<file path="config.mk">
export PLATFORM = sky130hd
export DESIGN_NAME = mipsCore
export DESIGN_NICKNAME = d
export VERILOG_FILES = /design/src/common/cpuCtrlPkg.sv /design/src/common/mipsIsaPkg.sv /design/src/source/mipsCore.sv /design/src/source/datapath.sv /design/src/controlUnit/controlUnit.sv /design/src/controlUnit/aluDecoder.sv /design/src/source/regFile.sv /design/src/source/alu.sv
export SDC_FILE = /design/constraint.sdc
export NUM_CORES = 2
export LEC_CHECK = 0
export BUFFER_PORTS_ARGS = -buffer_cell sky130_fd_sc_hd__buf_4
export CAP_MARGIN = 20
export CORE_MARGIN = 2
export CORE_UTILIZATION = 60
export DETAILED_ROUTE_END_ITERATION = 8
export PLACE_DENSITY = 0.77
export SYNTH_ARGS = -nofsm -noshare
export SYNTH_HDL_FRONTEND = slang
export SYNTH_HIERARCHICAL = 1
export SYNTH_SLANG_ARGS = --single-unit
</file>
<file path="constraint.sdc">
create_clock -name cclk -period 9.56 [get_ports cclk]
set_clock_uncertainty 0.2 [all_clocks]
set_input_delay 0.478 -clock cclk [delete_from_list [all_inputs] [get_ports cclk]]
set_output_delay 0.478 -clock cclk [all_outputs]
set_load 0.02 [all_outputs]
</file>
<file path="src/common/cpuCtrlPkg.sv">
package cpuCtrlPkg;

	// Multicycle controller states
	typedef enum logic [3:0] {
		stFetch = 4'd0,
		stDecode = 4'd1,
		stMemAdr = 4'd2,
		stMemRead = 4'd3,
		stMemWriteback = 4'd4,
		stMemWrite = 4'd5,
		stExecute = 4'd6,
		stAluWriteback = 4'd7,
		stBranch = 4'd8,
		stItypeExecute = 4'd9,
		stItypeWriteback = 4'd10,
		stJump = 4'd11
	} ctrlStateT;

	// ALUOp class handed to the ALU decoder
	typedef enum logic [1:0] {
		aopAdd = 2'd0,
		aopSub = 2'd1,
		aopFunct = 2'd2,
		aopImm = 2'd3
	} aluOpT;

	// Four-bit ALU operation
	typedef enum logic [3:0] {
		aluAnd = 4'd0,
		aluOr = 4'd1,
		aluAdd = 4'd2,
		aluXor = 4'd3,
		aluSub = 4'd6,
		aluSlt = 4'd7
	} aluCtrlT;

	// Second ALU operand
	typedef enum logic [1:0] {
		srcBReg = 2'd0,
		srcBFour = 2'd1,
		srcBImm = 2'd2,
		srcBImmShift = 2'd3
	} srcBSelT;

	// Next PC source
	typedef enum logic [1:0] {
		pcAlu = 2'd0,
		pcAluOut = 2'd1,
		pcJump = 2'd2
	} pcSrcT;

endpackage

</file>
<file path="src/common/mipsIsaPkg.sv">
package mipsIsaPkg;

	// Primary opcode field
	typedef logic [5:0] opcodeT;

	// Funct field of R-type words
	typedef logic [5:0] functT;

	// Opcodes of the supported subset
	localparam opcodeT opRtype = 6'h00;
	localparam opcodeT opJ = 6'h02;
	localparam opcodeT opBeq = 6'h04;
	localparam opcodeT opBne = 6'h05;
	localparam opcodeT opAddi = 6'h08;
	localparam opcodeT opSlti = 6'h0A;
	localparam opcodeT opAndi = 6'h0C;
	localparam opcodeT opOri = 6'h0D;
	localparam opcodeT opXori = 6'h0E;
	localparam opcodeT opLw = 6'h23;
	localparam opcodeT opSw = 6'h2B;

	// R-type funct codes
	localparam functT fnAdd = 6'h20;
	localparam functT fnSub = 6'h22;
	localparam functT fnAnd = 6'h24;
	localparam functT fnOr = 6'h25;
	localparam functT fnXor = 6'h26;
	localparam functT fnSlt = 6'h2A;

	// Field positions inside the instruction word
	localparam int opLsb = 26;
	localparam int rsLsb = 21;
	localparam int rtLsb = 16;
	localparam int rdLsb = 11;
	localparam int functLsb = 0;
	localparam int regAddrW = 5;
	// Immediate and jump index widths
	localparam int immW = 16;
	localparam int targetW = 26;

endpackage
</file>
<file path="src/source/mipsCore.sv">
module mipsCore #(
	parameter logic [31:0] resetPc = 32'h0
) (
	input logic cclk,
	input logic rstb,
	input logic [31:0] memRdata,
	output logic [31:0] memAddr,
	output logic [31:0] memWdata,
	output logic memWrite
);
	import cpuCtrlPkg::*;

	logic [31:0] instr;
	logic memtoReg;
	logic iorD;
	logic regDst;
	pcSrcT pcSrc;
	logic aluSrcA;
	srcBSelT aluSrcB;
	logic [1:0] branch;
	logic irWrite;
	logic pcWrite;
	logic regWrite;
	logic extOp;
	aluCtrlT aluControl;

	// Sequencer, store strobe goes straight to the port
	controlUnit i_controlUnit (
		.cclk(cclk),
		.rstb(rstb),
		.Instr(instr),
		.MemtoReg(memtoReg),
		.IorD(iorD),
		.RegDst(regDst),
		.PCSrc(pcSrc),
		.ALUSrcA(aluSrcA),
		.ALUSrcB(aluSrcB),
		.Branch(branch),
		.IRWrite(irWrite),
		.MemWrite(memWrite),
		.PCWrite(pcWrite),
		.RegWrite(regWrite),
		.ExtOp(extOp),
		.ALUControl(aluControl)
	);

	datapath #(
		.resetPc(resetPc)
	) i_datapath (
		.cclk(cclk),
		.rstb(rstb),
		.MemtoReg(memtoReg),
		.IorD(iorD),
		.RegDst(regDst),
		.PCSrc(pcSrc),
		.ALUSrcA(aluSrcA),
		.ALUSrcB(aluSrcB),
		.Branch(branch),
		.IRWrite(irWrite),
		.PCWrite(pcWrite),
		.RegWrite(regWrite),
		.ExtOp(extOp),
		.ALUControl(aluControl),
		.memRdata(memRdata),
		.Instr(instr),
		.memAddr(memAddr),
		.memWdata(memWdata)
	);

endmodule

</file>
<file path="src/source/datapath.sv">
module datapath #(
	parameter logic [31:0] resetPc = 32'h0
) (
	input logic cclk,
	input logic rstb,
	input logic MemtoReg,
	input logic IorD,
	input logic RegDst,
	input cpuCtrlPkg::pcSrcT PCSrc,
	input logic ALUSrcA,
	input cpuCtrlPkg::srcBSelT ALUSrcB,
	input logic [1:0] Branch,
	input logic IRWrite,
	input logic PCWrite,
	input logic RegWrite,
	input logic ExtOp,
	input cpuCtrlPkg::aluCtrlT ALUControl,
	input logic [31:0] memRdata,
	output logic [31:0] Instr,
	output logic [31:0] memAddr,
	output logic [31:0] memWdata
);
	import cpuCtrlPkg::*;
	import mipsIsaPkg::*;

	logic [31:0] pc;
	logic [31:0] ir;
	logic [31:0] mdr;
	logic [31:0] regA;
	logic [31:0] regB;
	logic [31:0] aluOut;
	logic [31:0] rd1;
	logic [31:0] rd2;
	logic [31:0] extImm;
	logic [31:0] srcA;
	logic [31:0] srcB;
	logic [31:0] aluResult;
	logic [31:0] pcNext;
	logic [31:0] jumpTarget;
	logic [regAddrW-1:0] writeAddr;
	logic [31:0] writeData;
	logic zero;
	logic branchTaken;
	logic pcEn;

	// PC, the only reset register here
	always_ff @(posedge cclk) begin
		if (!rstb) begin
			pc <= resetPc;
		end else if (pcEn) begin
			pc <= pcNext;
		end
	end

	// Instruction register
	always_ff @(posedge cclk) begin
		if (IRWrite) begin
			ir <= memRdata;
		end
	end

	// Data, operand and ALU result registers load every cycle
	always_ff @(posedge cclk) begin
		mdr <= memRdata;
		regA <= rd1;
		regB <= rd2;
		aluOut <= aluResult;
	end

	assign Instr = ir;

	// Shared memory port
	assign memAddr = IorD ? aluOut : pc;
	assign memWdata = regB;

	// Register write side, rd for R-type else rt
	assign writeAddr = RegDst ? ir[rdLsb +: regAddrW] : ir[rtLsb +: regAddrW];
	assign writeData = MemtoReg ? mdr : aluOut;

	regFile i_regFile (
		.cclk(cclk),
		.ra1(ir[rsLsb +: regAddrW]),
		.ra2(ir[rtLsb +: regAddrW]),
		.we(RegWrite),
		.wa(writeAddr),
		.wd(writeData),
		.rd1(rd1),
		.rd2(rd2)
	);

	// Sign or zero extension
	assign extImm = ExtOp ? {{(32 - immW){ir[immW-1]}}, ir[immW-1:0]}
		: {{(32 - immW){1'b0}}, ir[immW-1:0]};

	// ALU operands
	assign srcA = ALUSrcA ? regA : pc;
	always_comb begin
		case (ALUSrcB)
			srcBReg: srcB = regB;
			srcBFour: srcB = 32'd4;
			srcBImm: srcB = extImm;
			srcBImmShift: srcB = {extImm[29:0], 2'b00};
			default: srcB = regB;
		endcase
	end

	alu i_alu (
		.a(srcA),
		.b(srcB),
		.ALUControl(ALUControl),
		.result(aluResult),
		.zero(zero)
	);

	// Upper PC bits kept, word index shifted in
	assign jumpTarget = {pc[31:28], ir[targetW-1:0], 2'b00};

	always_comb begin
		case (PCSrc)
			pcAlu: pcNext = aluResult;
			pcAluOut: pcNext = aluOut;
			pcJump: pcNext = jumpTarget;
			default: pcNext = aluResult;
		endcase
	end

	// beq on zero, bne on nonzero
	assign branchTaken = (Branch[0] && zero) || (Branch[1] && !zero);
	assign pcEn = PCWrite || branchTaken;

endmodule

</file>
<file path="src/controlUnit/controlUnit.sv">
module controlUnit (
	input logic cclk,
	input logic rstb,
	input logic [31:0] Instr,
	// Mux selects
	output logic MemtoReg,
	output logic IorD,
	output logic RegDst,
	output cpuCtrlPkg::pcSrcT PCSrc,
	output logic ALUSrcA,
	output cpuCtrlPkg::srcBSelT ALUSrcB,
	// Bit 1 bne, bit 0 beq
	output logic [1:0] Branch,
	// Register and memory enables
	output logic IRWrite,
	output logic MemWrite,
	output logic PCWrite,
	output logic RegWrite,
	output logic ExtOp,
	output cpuCtrlPkg::aluCtrlT ALUControl
);
	import cpuCtrlPkg::*;
	import mipsIsaPkg::*;

	ctrlStateT state;
	ctrlStateT nextState;
	aluOpT aluOp;
	opcodeT opcode;
	functT funct;

	assign opcode = Instr[opLsb +: 6];
	assign funct = Instr[functLsb +: 6];

	// Logical immediates take zero extension
	assign ExtOp = !(opcode inside {opAndi, opOri, opXori});

	aluDecoder i_aluDecoder (
		.ALUOp(aluOp),
		.Funct(funct),
		.Opcode(opcode),
		.ALUControl(ALUControl)
	);

	// State register
	always_ff @(posedge cclk) begin
		if (!rstb) begin
			state <= stFetch;
		end else begin
			state <= nextState;
		end
	end

	// Sequencing, decode fans out by opcode
	always_comb begin
		nextState = stFetch;
		case (state)
			stFetch: nextState = stDecode;
			stDecode: begin
				case (opcode)
					opLw, opSw: nextState = stMemAdr;
					opRtype: nextState = stExecute;
					opBeq, opBne: nextState = stBranch;
					opAddi, opSlti, opAndi, opOri, opXori: nextState = stItypeExecute;
					opJ: nextState = stJump;
					// Unsupported opcode, refetch
					default: nextState = stFetch;
				endcase
			end
			stMemAdr: nextState = (opcode == opLw) ? stMemRead : stMemWrite;
			stMemRead: nextState = stMemWriteback;
			stExecute: nextState = stAluWriteback;
			stItypeExecute: nextState = stItypeWriteback;
			// Writeback, store, branch and jump all end here
			default: nextState = stFetch;
		endcase
	end

	// Selects and enables per state
	always_comb begin
		MemtoReg = 1'b0;
		IorD = 1'b0;
		RegDst = 1'b0;
		PCSrc = pcAlu;
		ALUSrcA = 1'b0;
		ALUSrcB = srcBReg;
		Branch = 2'b00;
		IRWrite = 1'b0;
		MemWrite = 1'b0;
		PCWrite = 1'b0;
		RegWrite = 1'b0;
		aluOp = aopAdd;
		case (state)
			stFetch: begin
				// IR from memory at PC, PC + 4
				ALUSrcB = srcBFour;
				IRWrite = 1'b1;
				PCWrite = 1'b1;
			end
			stDecode: begin
				// Branch target into ALUOut early
				ALUSrcB = srcBImmShift;
			end
			stMemAdr: begin
				ALUSrcA = 1'b1;
				ALUSrcB = srcBImm;
			end
			stMemRead: IorD = 1'b1;
			stMemWriteback: begin
				MemtoReg = 1'b1;
				RegWrite = 1'b1;
			end
			stMemWrite: begin
				IorD = 1'b1;
				MemWrite = 1'b1;
			end
			stExecute: begin
				ALUSrcA = 1'b1;
				aluOp = aopFunct;
			end
			stAluWriteback: begin
				// rd destination
				RegDst = 1'b1;
				RegWrite = 1'b1;
			end
			stBranch: begin
				// Compare rs and rt, datapath decides
				ALUSrcA = 1'b1;
				aluOp = aopSub;
				PCSrc = pcAluOut;
				Branch = (opcode == opBne) ? 2'b10 : 2'b01;
			end
			stItypeExecute: begin
				ALUSrcA = 1'b1;
				ALUSrcB = srcBImm;
				aluOp = aopImm;
			end
			stItypeWriteback: RegWrite = 1'b1;
			stJump: begin
				PCSrc = pcJump;
				PCWrite = 1'b1;
			end
			default: ;
		endcase
	end

	// Store and register write never share a cycle
	assert property (@(posedge cclk) disable iff (!rstb) !(MemWrite && RegWrite));

	// State stays in the encoded set
	assert property (@(posedge cclk) disable iff (!rstb)
		state inside {stFetch, stDecode, stMemAdr, stMemRead, stMemWriteback, stMemWrite,
			stExecute, stAluWriteback, stBranch, stItypeExecute, stItypeWriteback, stJump});

endmodule

</file>
<file path="src/controlUnit/aluDecoder.sv">
module aluDecoder (
	input cpuCtrlPkg::aluOpT ALUOp,
	input mipsIsaPkg::functT Funct,
	input mipsIsaPkg::opcodeT Opcode,
	output cpuCtrlPkg::aluCtrlT ALUControl
);
	import cpuCtrlPkg::*;
	import mipsIsaPkg::*;

	always_comb begin
		ALUControl = aluAdd;
		case (ALUOp)
			aopAdd: ALUControl = aluAdd;
			aopSub: ALUControl = aluSub;
			// R-type by funct
			aopFunct: begin
				case (Funct)
					fnSub: ALUControl = aluSub;
					fnAnd: ALUControl = aluAnd;
					fnOr: ALUControl = aluOr;
					fnXor: ALUControl = aluXor;
					fnSlt: ALUControl = aluSlt;
					default: ALUControl = aluAdd;
				endcase
			end
			// I-type by opcode, addi falls to add
			aopImm: begin
				case (Opcode)
					opSlti: ALUControl = aluSlt;
					opAndi: ALUControl = aluAnd;
					opOri: ALUControl = aluOr;
					opXori: ALUControl = aluXor;
					default: ALUControl = aluAdd;
				endcase
			end
			default: ALUControl = aluAdd;
		endcase
	end

endmodule

</file>
<file path="src/source/regFile.sv">
module regFile (
	input logic cclk,
	input logic [4:0] ra1,
	input logic [4:0] ra2,
	input logic we,
	input logic [4:0] wa,
	input logic [31:0] wd,
	output logic [31:0] rd1,
	output logic [31:0] rd2
);

	logic [31:0] regs [32];

	// Writes to r0 dropped
	always_ff @(posedge cclk) begin
		if (we && wa != 5'd0) begin
			regs[wa] <= wd;
		end
	end

	// Combinational reads with r0 hardwired to zero
	assign rd1 = (ra1 == 5'd0) ? 32'd0 : regs[ra1];
	assign rd2 = (ra2 == 5'd0) ? 32'd0 : regs[ra2];

endmodule

</file>
<file path="src/source/alu.sv">
module alu (
	input logic [31:0] a,
	input logic [31:0] b,
	input cpuCtrlPkg::aluCtrlT ALUControl,
	output logic [31:0] result,
	output logic zero
);
	import cpuCtrlPkg::*;

	logic lessThan;

	// Signed compare for slt
	assign lessThan = $signed(a) < $signed(b);

	always_comb begin
		case (ALUControl)
			aluAdd: result = a + b;
			aluSub: result = a - b;
			aluAnd: result = a & b;
			aluOr: result = a | b;
			aluXor: result = a ^ b;
			aluSlt: result = {31'd0, lessThan};
			default: result = 32'd0;
		endcase
	end

	// Branch compare flag
	assign zero = (result == 32'd0);

endmodule

</file>
======== Word-level counts from Yosys, hierarchy flattened ========
Memory sizes are Yosys's and may differ from the RTL's. A register that Yosys moved wholly into a read port is not among the register bits.
Cells that the tools add are included.
cells by class
  bitwise gates (word level) .............. 4
  equality and inequality tests ........... 39
  order comparisons ....................... 1
  add/subtract/negate cells ............... 2
  multiplexer cells ....................... 29
  reduce and logical (&&, ||, !) cells .... 25
operator list
  operator              count
  $pmux W32 S6          1
  $mux W32              4
  $pmux W32 S4          1
  $pmux W32 S2          1
  $eq A6 B6 Y1 const B  7
  $add A32 B32 Y32      1
  $and A32 B32 Y32      1
  $logic_not A32 Y1     1
  $lt A32 B32 Y1        1
  $or A32 B32 Y32       1
  $sub A32 B32 Y32      1
  $xor A32 B32 Y32      1
  $eq A6 B4 Y1 const B  5
  $eq A4 B3 Y1 const B  6
  $pmux W4 S6           1
  $pmux W4 S5           1
  $eq A4 B2 Y1 const B  4
  $eq A4 B4 Y1 const B  4
  $pmux W4 S4           1
  $pmux W3 S5           1
  $eq A6 B3 Y1 const B  2
  $pmux W2 S3           2
  $pmux W3 S4           1
  $eq A2 B2 Y1 const B  5
  other kinds (23)      46
word-level totals
  word-level logic and storage cells ...... 107
  memories kept ........................... 1
  flip-flop bits (word level) ............. 132
  output and inout bits ................... 65
  input bits .............................. 34
  memory bits (writable) .................. 1024
memories
  memory                     words  width  read ports  clocked after memory_dff  wr ports  RTL line       source
  i_datapath.i_regFile.regs  32     32     2           2                         1         regFile.sv:12  logic [31:0] regs [32];

======== Logic depth before layout (Yosys ltp) ========
  depth in word-level cells ............... 13
  depth in mapped cells ................... 28
  mapped depth without buffers ............ 22

======== Cells and area by module ========
The synthesis kept the hierarchy.
modules (own cells, without submodules)
  module       area an instance (um2)  cells each  seq. area each (um2)  times used
  regFile      47929.7                 2564        30749.5               1
  datapath     6910.4                  545         4164.0                1
  alu          5684.2                  856         0.0                   1
  controlUnit  503.0                   73          80.1                  1
  aluDecoder   161.4                   19          0.0                   1

======== Worst setup path after synthesis ========
OpenSTA, ideal clock, no wires.
  path type ............................... reg2reg
  start ................................... register i_controlUnit.state[1]
  end ..................................... register i_datapath.pc[10]
  period minus slack after synthesis ...... 6.006 ns
  setup slack ............................. 3.554 ns
  buffers on the path ..................... 6
  arrival time ............................ 5.690 ns
  stages on the path, launching flop included .. 27
  library setup time ...................... 0.117 ns
  data required time ...................... 9.243 ns
  cells stage by stage .................... dfxtp_1 > buf_2 > buf_2 > nand2_1 > a21oi_1 > buf_2 > buf_2 > mux2i_1 > o21ai_0 > inv_1 > ha_1 > o21ai_0 > a22o_1 > a211o_1 > o31a_1 > o31ai_1 > a31oi_1 > o21ai_0 > mux2i_1 > o2bb2ai_1 > or4b_1 > nor4_2 > mux2_4 > o21a_1 > buf_6 > buf_6 > a22o_1
between the ends
  word-level cells in the longest chain between the ends .. 12
  elaborated cells between the ends (all ways) .. 49
  classes of those cells .................. 2 x add/sub; 1 x order compare; 19 x eq/ne; 11 x mux; 3 x bitwise; 13 x reduce/logical
RTL lines
  item                                                         RTL line              source
  start: declaration                                           controlUnit.sv:25     ctrlStateT state;
  start signal: assignment                                     controlUnit.sv:47     state <= stFetch;
  start signal: assignment                                     controlUnit.sv:49     state <= nextState;
  $eq A4 B2 Y1 / $eq A4 B4 Y1 (equally long branches)          controlUnit.sv:92     case (state)
  $reduce_or A2 Y1 (no source line)                            --
  $pmux W2 S3 (*)                                              controlUnit.sv:92
  net aluSrcB[1]                                               mipsCore.sv:19        srcBSelT aluSrcB;
  $eq A2 B2 Y1, or another cell as far along                   datapath.sv:98        case (ALUSrcB)
  $pmux W32 S4 (*)                                             datapath.sv:98
  net i_datapath.srcB[5]                                       datapath.sv:36        logic [31:0] srcB;
  $sub A32 B32 Y32 / $add A32 B32 Y32 (equally long branches)  alu.sv:18, alu.sv:17
  $pmux W32 S6 (*)                                             alu.sv:16             case (ALUControl)
  net i_datapath.aluResult[29]                                 datapath.sv:37        logic [31:0] aluResult;
  $logic_not A32 Y1 (*)                                        alu.sv:28             assign zero = (result == 32'd0);
  net i_datapath.zero                                          datapath.sv:42        logic zero;
  $logic_not A1 Y1                                             datapath.sv:128       assign branchTaken = (Branch[0] && zero) || (Branch[1] && !zero);
  $logic_and A1 B1 Y1                                          datapath.sv:128
  $logic_or A1 B1 Y1 (*)                                       datapath.sv:128
  $logic_or A1 B1 Y1 (*)                                       datapath.sv:129       assign pcEn = PCWrite || branchTaken;
  end signal: assignment                                       datapath.sv:49        pc <= resetPc;
  end signal: assignment                                       datapath.sv:51        pc <= pcNext;
  end: declaration                                             datapath.sv:26        logic [31:0] pc;
Mark *: on every way through the listed nets, which the timed path passes. The rest lies on a longest branch. The select of a mux whose other input is x is not followed.
A chain may end at the register's enable or synchronous reset.

======== Final worst setup path ========
  start ................................... register i_controlUnit.state[1]
  end ..................................... register i_datapath.pc[12]
The elaborated chain is that of the path after synthesis.

==> results.toml <==
[timing]
fin_crit_sh = 0.883
setup_viol = 0
worstMarginPinSlew_ns = 1.26
relSlewSlack = 0.154
timing.final.ws_setup_ns = 1.12
grt_setup_unrepaired = "no"
hold_violations = 0
final.setup.tns_ns = 0
finalMaxSlewViolations = 0
holdWs_ns = 0.213
period_needed_ns = 8.44
fmax_mhz = 118

[place]
globalplace.congestion = 0.973
dp_slack_ns = 1.42
hpwl_um = 119000
io_buffers = 98

[yosys]
synth_edf_count = 1056
synth_area_mm2 = 0.0612
ys.flop_type = "edfxtp_1"
ys_seq_elements = 1220
yosysSeqAreaShare = 0.572
synthArstFlopShare = 0
yosys_warnings = 6
syn_area_per_cell_um2 = 15.1
synth.distinct_cells = 115
syn_inst = 4057

[worst_setup_path]
reg2reg_to = "i_datapath/pc[12]$_SDFFE_PN0P_"
criticalPathCategory = "reg -> reg"
worstSetupEndpointType = "flip-flop"
r2r_slack_ns = 1.12
worst-path-max-fanout = 26
cp_top_family = "simple AND/OR/NAND/NOR gates"
crit_slowest_cell = "dfxtp_1"
crit_path_start = "i_controlUnit/state[1]$_SDFF_PN0_"
critPathLaunchType = "flip-flop"
required_ns = 10.00
worstRegToRegCells = 22
reg2reg_from = "i_controlUnit/state[1]$_SDFF_PN0_"
cp_slowest_stage_delay_ns = 0.91
crit_chain = "nand2_1 -> a21oi_4 -> and3_1 -> a21oi_1 -> o21ai_0 -> inv_1 -> ha_1 -> nor4_1 -> nand2_1 -> a21oi_1 -> or4b_1 -> a21o_1 -> nand4_1 -> a31o_2 -> a211o_1 -> nor4b_1 -> nand3_1 -> nor4_2 -> mux2_4 -> nor3b_4 -> buf_4 -> a22o_1"
cp.arrival_ns = 8.88
crit_buf_inv = 2

[floorplan]
start_util = 0.603
fp.dieH_um = 323
die_area_mm2 = 0.105
die_w_um = 323
core_area_mm2 = 0.101
rows = 117
boundaryPins = 99

[clock_tree]
cts_tree = "yes"
postCtsSetupRepairBufs = 0
clock_sinks = 1220
cts_buffer_depth = 3
clk_latency_ns = 0.72
clockRootBuffer = "clkbuf_16"
cts_buffers = 116
htreeDepth = 3
path_clk_slew_ns = 0.07

[finish]
multi_input_comb_area_mm2 = 0.0246
regArea_mm2 = 0.0350
final_cell_mix = "edfxtp_1 (1056), mux2i_1 (345), mux4_2 (298)"
fin_nets = 4265
final_common_cell = "edfxtp_1"
syn_to_final_growth_pct = 10.5
drive_gt1_frac = 0.232
num-fill-cells = 6810

[power_and_ir_drop]
design_power_total_w = 0.0149
power_density_mw_per_mm2 = 220
leakagePower_nw = 23.5
max-vdd-ir-drop_mv = 0.163

[min_path]
whs_endpoint = "i_datapath/mdr[31]$_DFF_P_"
holdPathStages = 2
min-delay-start = "memRdata[31]"
hold_class = "in -> reg"

[routing]
routedWlPerCell_um = 35.5
vias_per_cell = 7.47
via_count = 41900
drtPass1Iterations = 9
drtIter0Drc = 7131
drcViolationCount = 0
ant_nets = 0
wl_um = 199000

[job]
cap_violations = 0

[global_route]
grt_overflow = 0
grt_max_degree = 120
antenna_found_initial = 12
track_usage = 0.378
grt_pass1_vias = 40600
grt_pass1_wl_um = 281000

[status]
outcome = "finished clean"
## cell type report
cell class,count,share of cell area
clock buffer,139,0.0449
sequential,1220,0.517
timing repair buffer,234,0.0293
multi-input combinational,2451,0.364
antenna,3,0.000111
tap,1368,0.0253
inverter,105,0.00585
clock inverter,83,0.0129
## state kept, by name (all words and copies together) (netlist names)
signal and flops:
i_datapath/i_regFile/regs 1024, i_datapath/Instr 32, i_datapath/aluOut 32, i_datapath/mdr 32, i_datapath/memWdata 32, i_datapath/pc 32, i_datapath/regA 32, i_controlUnit/state 4
## power by group
group | internal (W) | switching, W
registers | 0.00641 | 0.000219
clock network | 0.00268 | 0.00205
logic | 0.00119 | 0.00230
total | 0.0103 | 0.00457
## metrics by stage
stage | cell area, um^2 | std cells | utilization
final | 67600 | 5603 | 0.667
after global placement | 63300 | 5339 | 0.624
after global routing | 67600 | 5600 | 0.667
after floorplan | 61300 | 4088 | -
after CTS | 67600 | 5594 | 0.666
after detailed placement | 63300 | 5339 | 0.624
## cell families (layout without fill, tap and decap cells)
logic type,count (synthesis),in the layout,synth area share
flops,1220,1220,0.572
fa+ha+maj,103,103,0.0213
simple gates,623,623,0.0524
buf+inv,417,561,0.0334
mux,866,866,0.220
other cells,2,36,0.000123
compound gates,815,815,0.0989
xor+xnor,11,11,0.00157
## Yosys cell counts (all sizes together), types with 64 or more instances
master | instances | share of area
dfxtp | 164 | 0.054
o21ai | 147 | 0.012
mux4 | 352 | 0.13
mux2i | 345 | 0.056
clkbuf | 147 | 0.0091
a221oi | 64 | 0.012
a22oi | 91 | 0.011
o221ai | 72 | 0.010
nor2 | 146 | 0.0093
a21oi | 127 | 0.011
nand2 | 183 | 0.011
edfxtp | 1056 | 0.52
a211oi | 75 | 0.0092
mux2 | 169 | 0.031
ha | 101 | 0.021
buf | 165 | 0.018
inv | 104 | 0.0064
## routing by layer
metal / up-vias / track usage / wire length [um]
li1: 16600 / - / -
met1: 20900 / 0.494 / 68700
met2: 3517 / 0.568 / 88300
met3: 823 / 0.106 / 28000
met4: 12 / 0.220 / 13600
met5: - / 0 / 194
## how the worst max path moves through the flow
stage / to / slack [ns] / cells past startpoint
floorplan: i_datapath/pc[10]$_SDFFE_PN0P_ / 3.55 / 26
global placement: i_datapath/pc[3]$_SDFFE_PN0P_ / 1.65 / 22
detailed placement: i_datapath/pc[26]$_SDFFE_PN0P_ / 1.42 / 22
CTS: i_datapath/pc[2]$_SDFFE_PN0P_ / 1.39 / 22
global route: i_datapath/pc[2]$_SDFFE_PN0P_ / 0.77 / 22
finish: i_datapath/pc[12]$_SDFFE_PN0P_ / 1.12 / 22
## what timing repair did
item / CTS / global route
endpoints found under the hold margin: 74 / 0
hold buffers: 33 / 0
gates resized for setup: 0 / 0
## worst reg2reg max path: cells and delay by family (launching register included)
kind / cells / cell delay, ns
and+or+nand+nor: 10 / 3.56
AOI/OAI and AO/OA: 8 / 2.43
buffers and inverters: 2 / 0.47
DFF: 1 / 0.91
adders and majority gates: 1 / 0.41
muxes: 1 / 0.39
(Power assumes the default switching activity.)
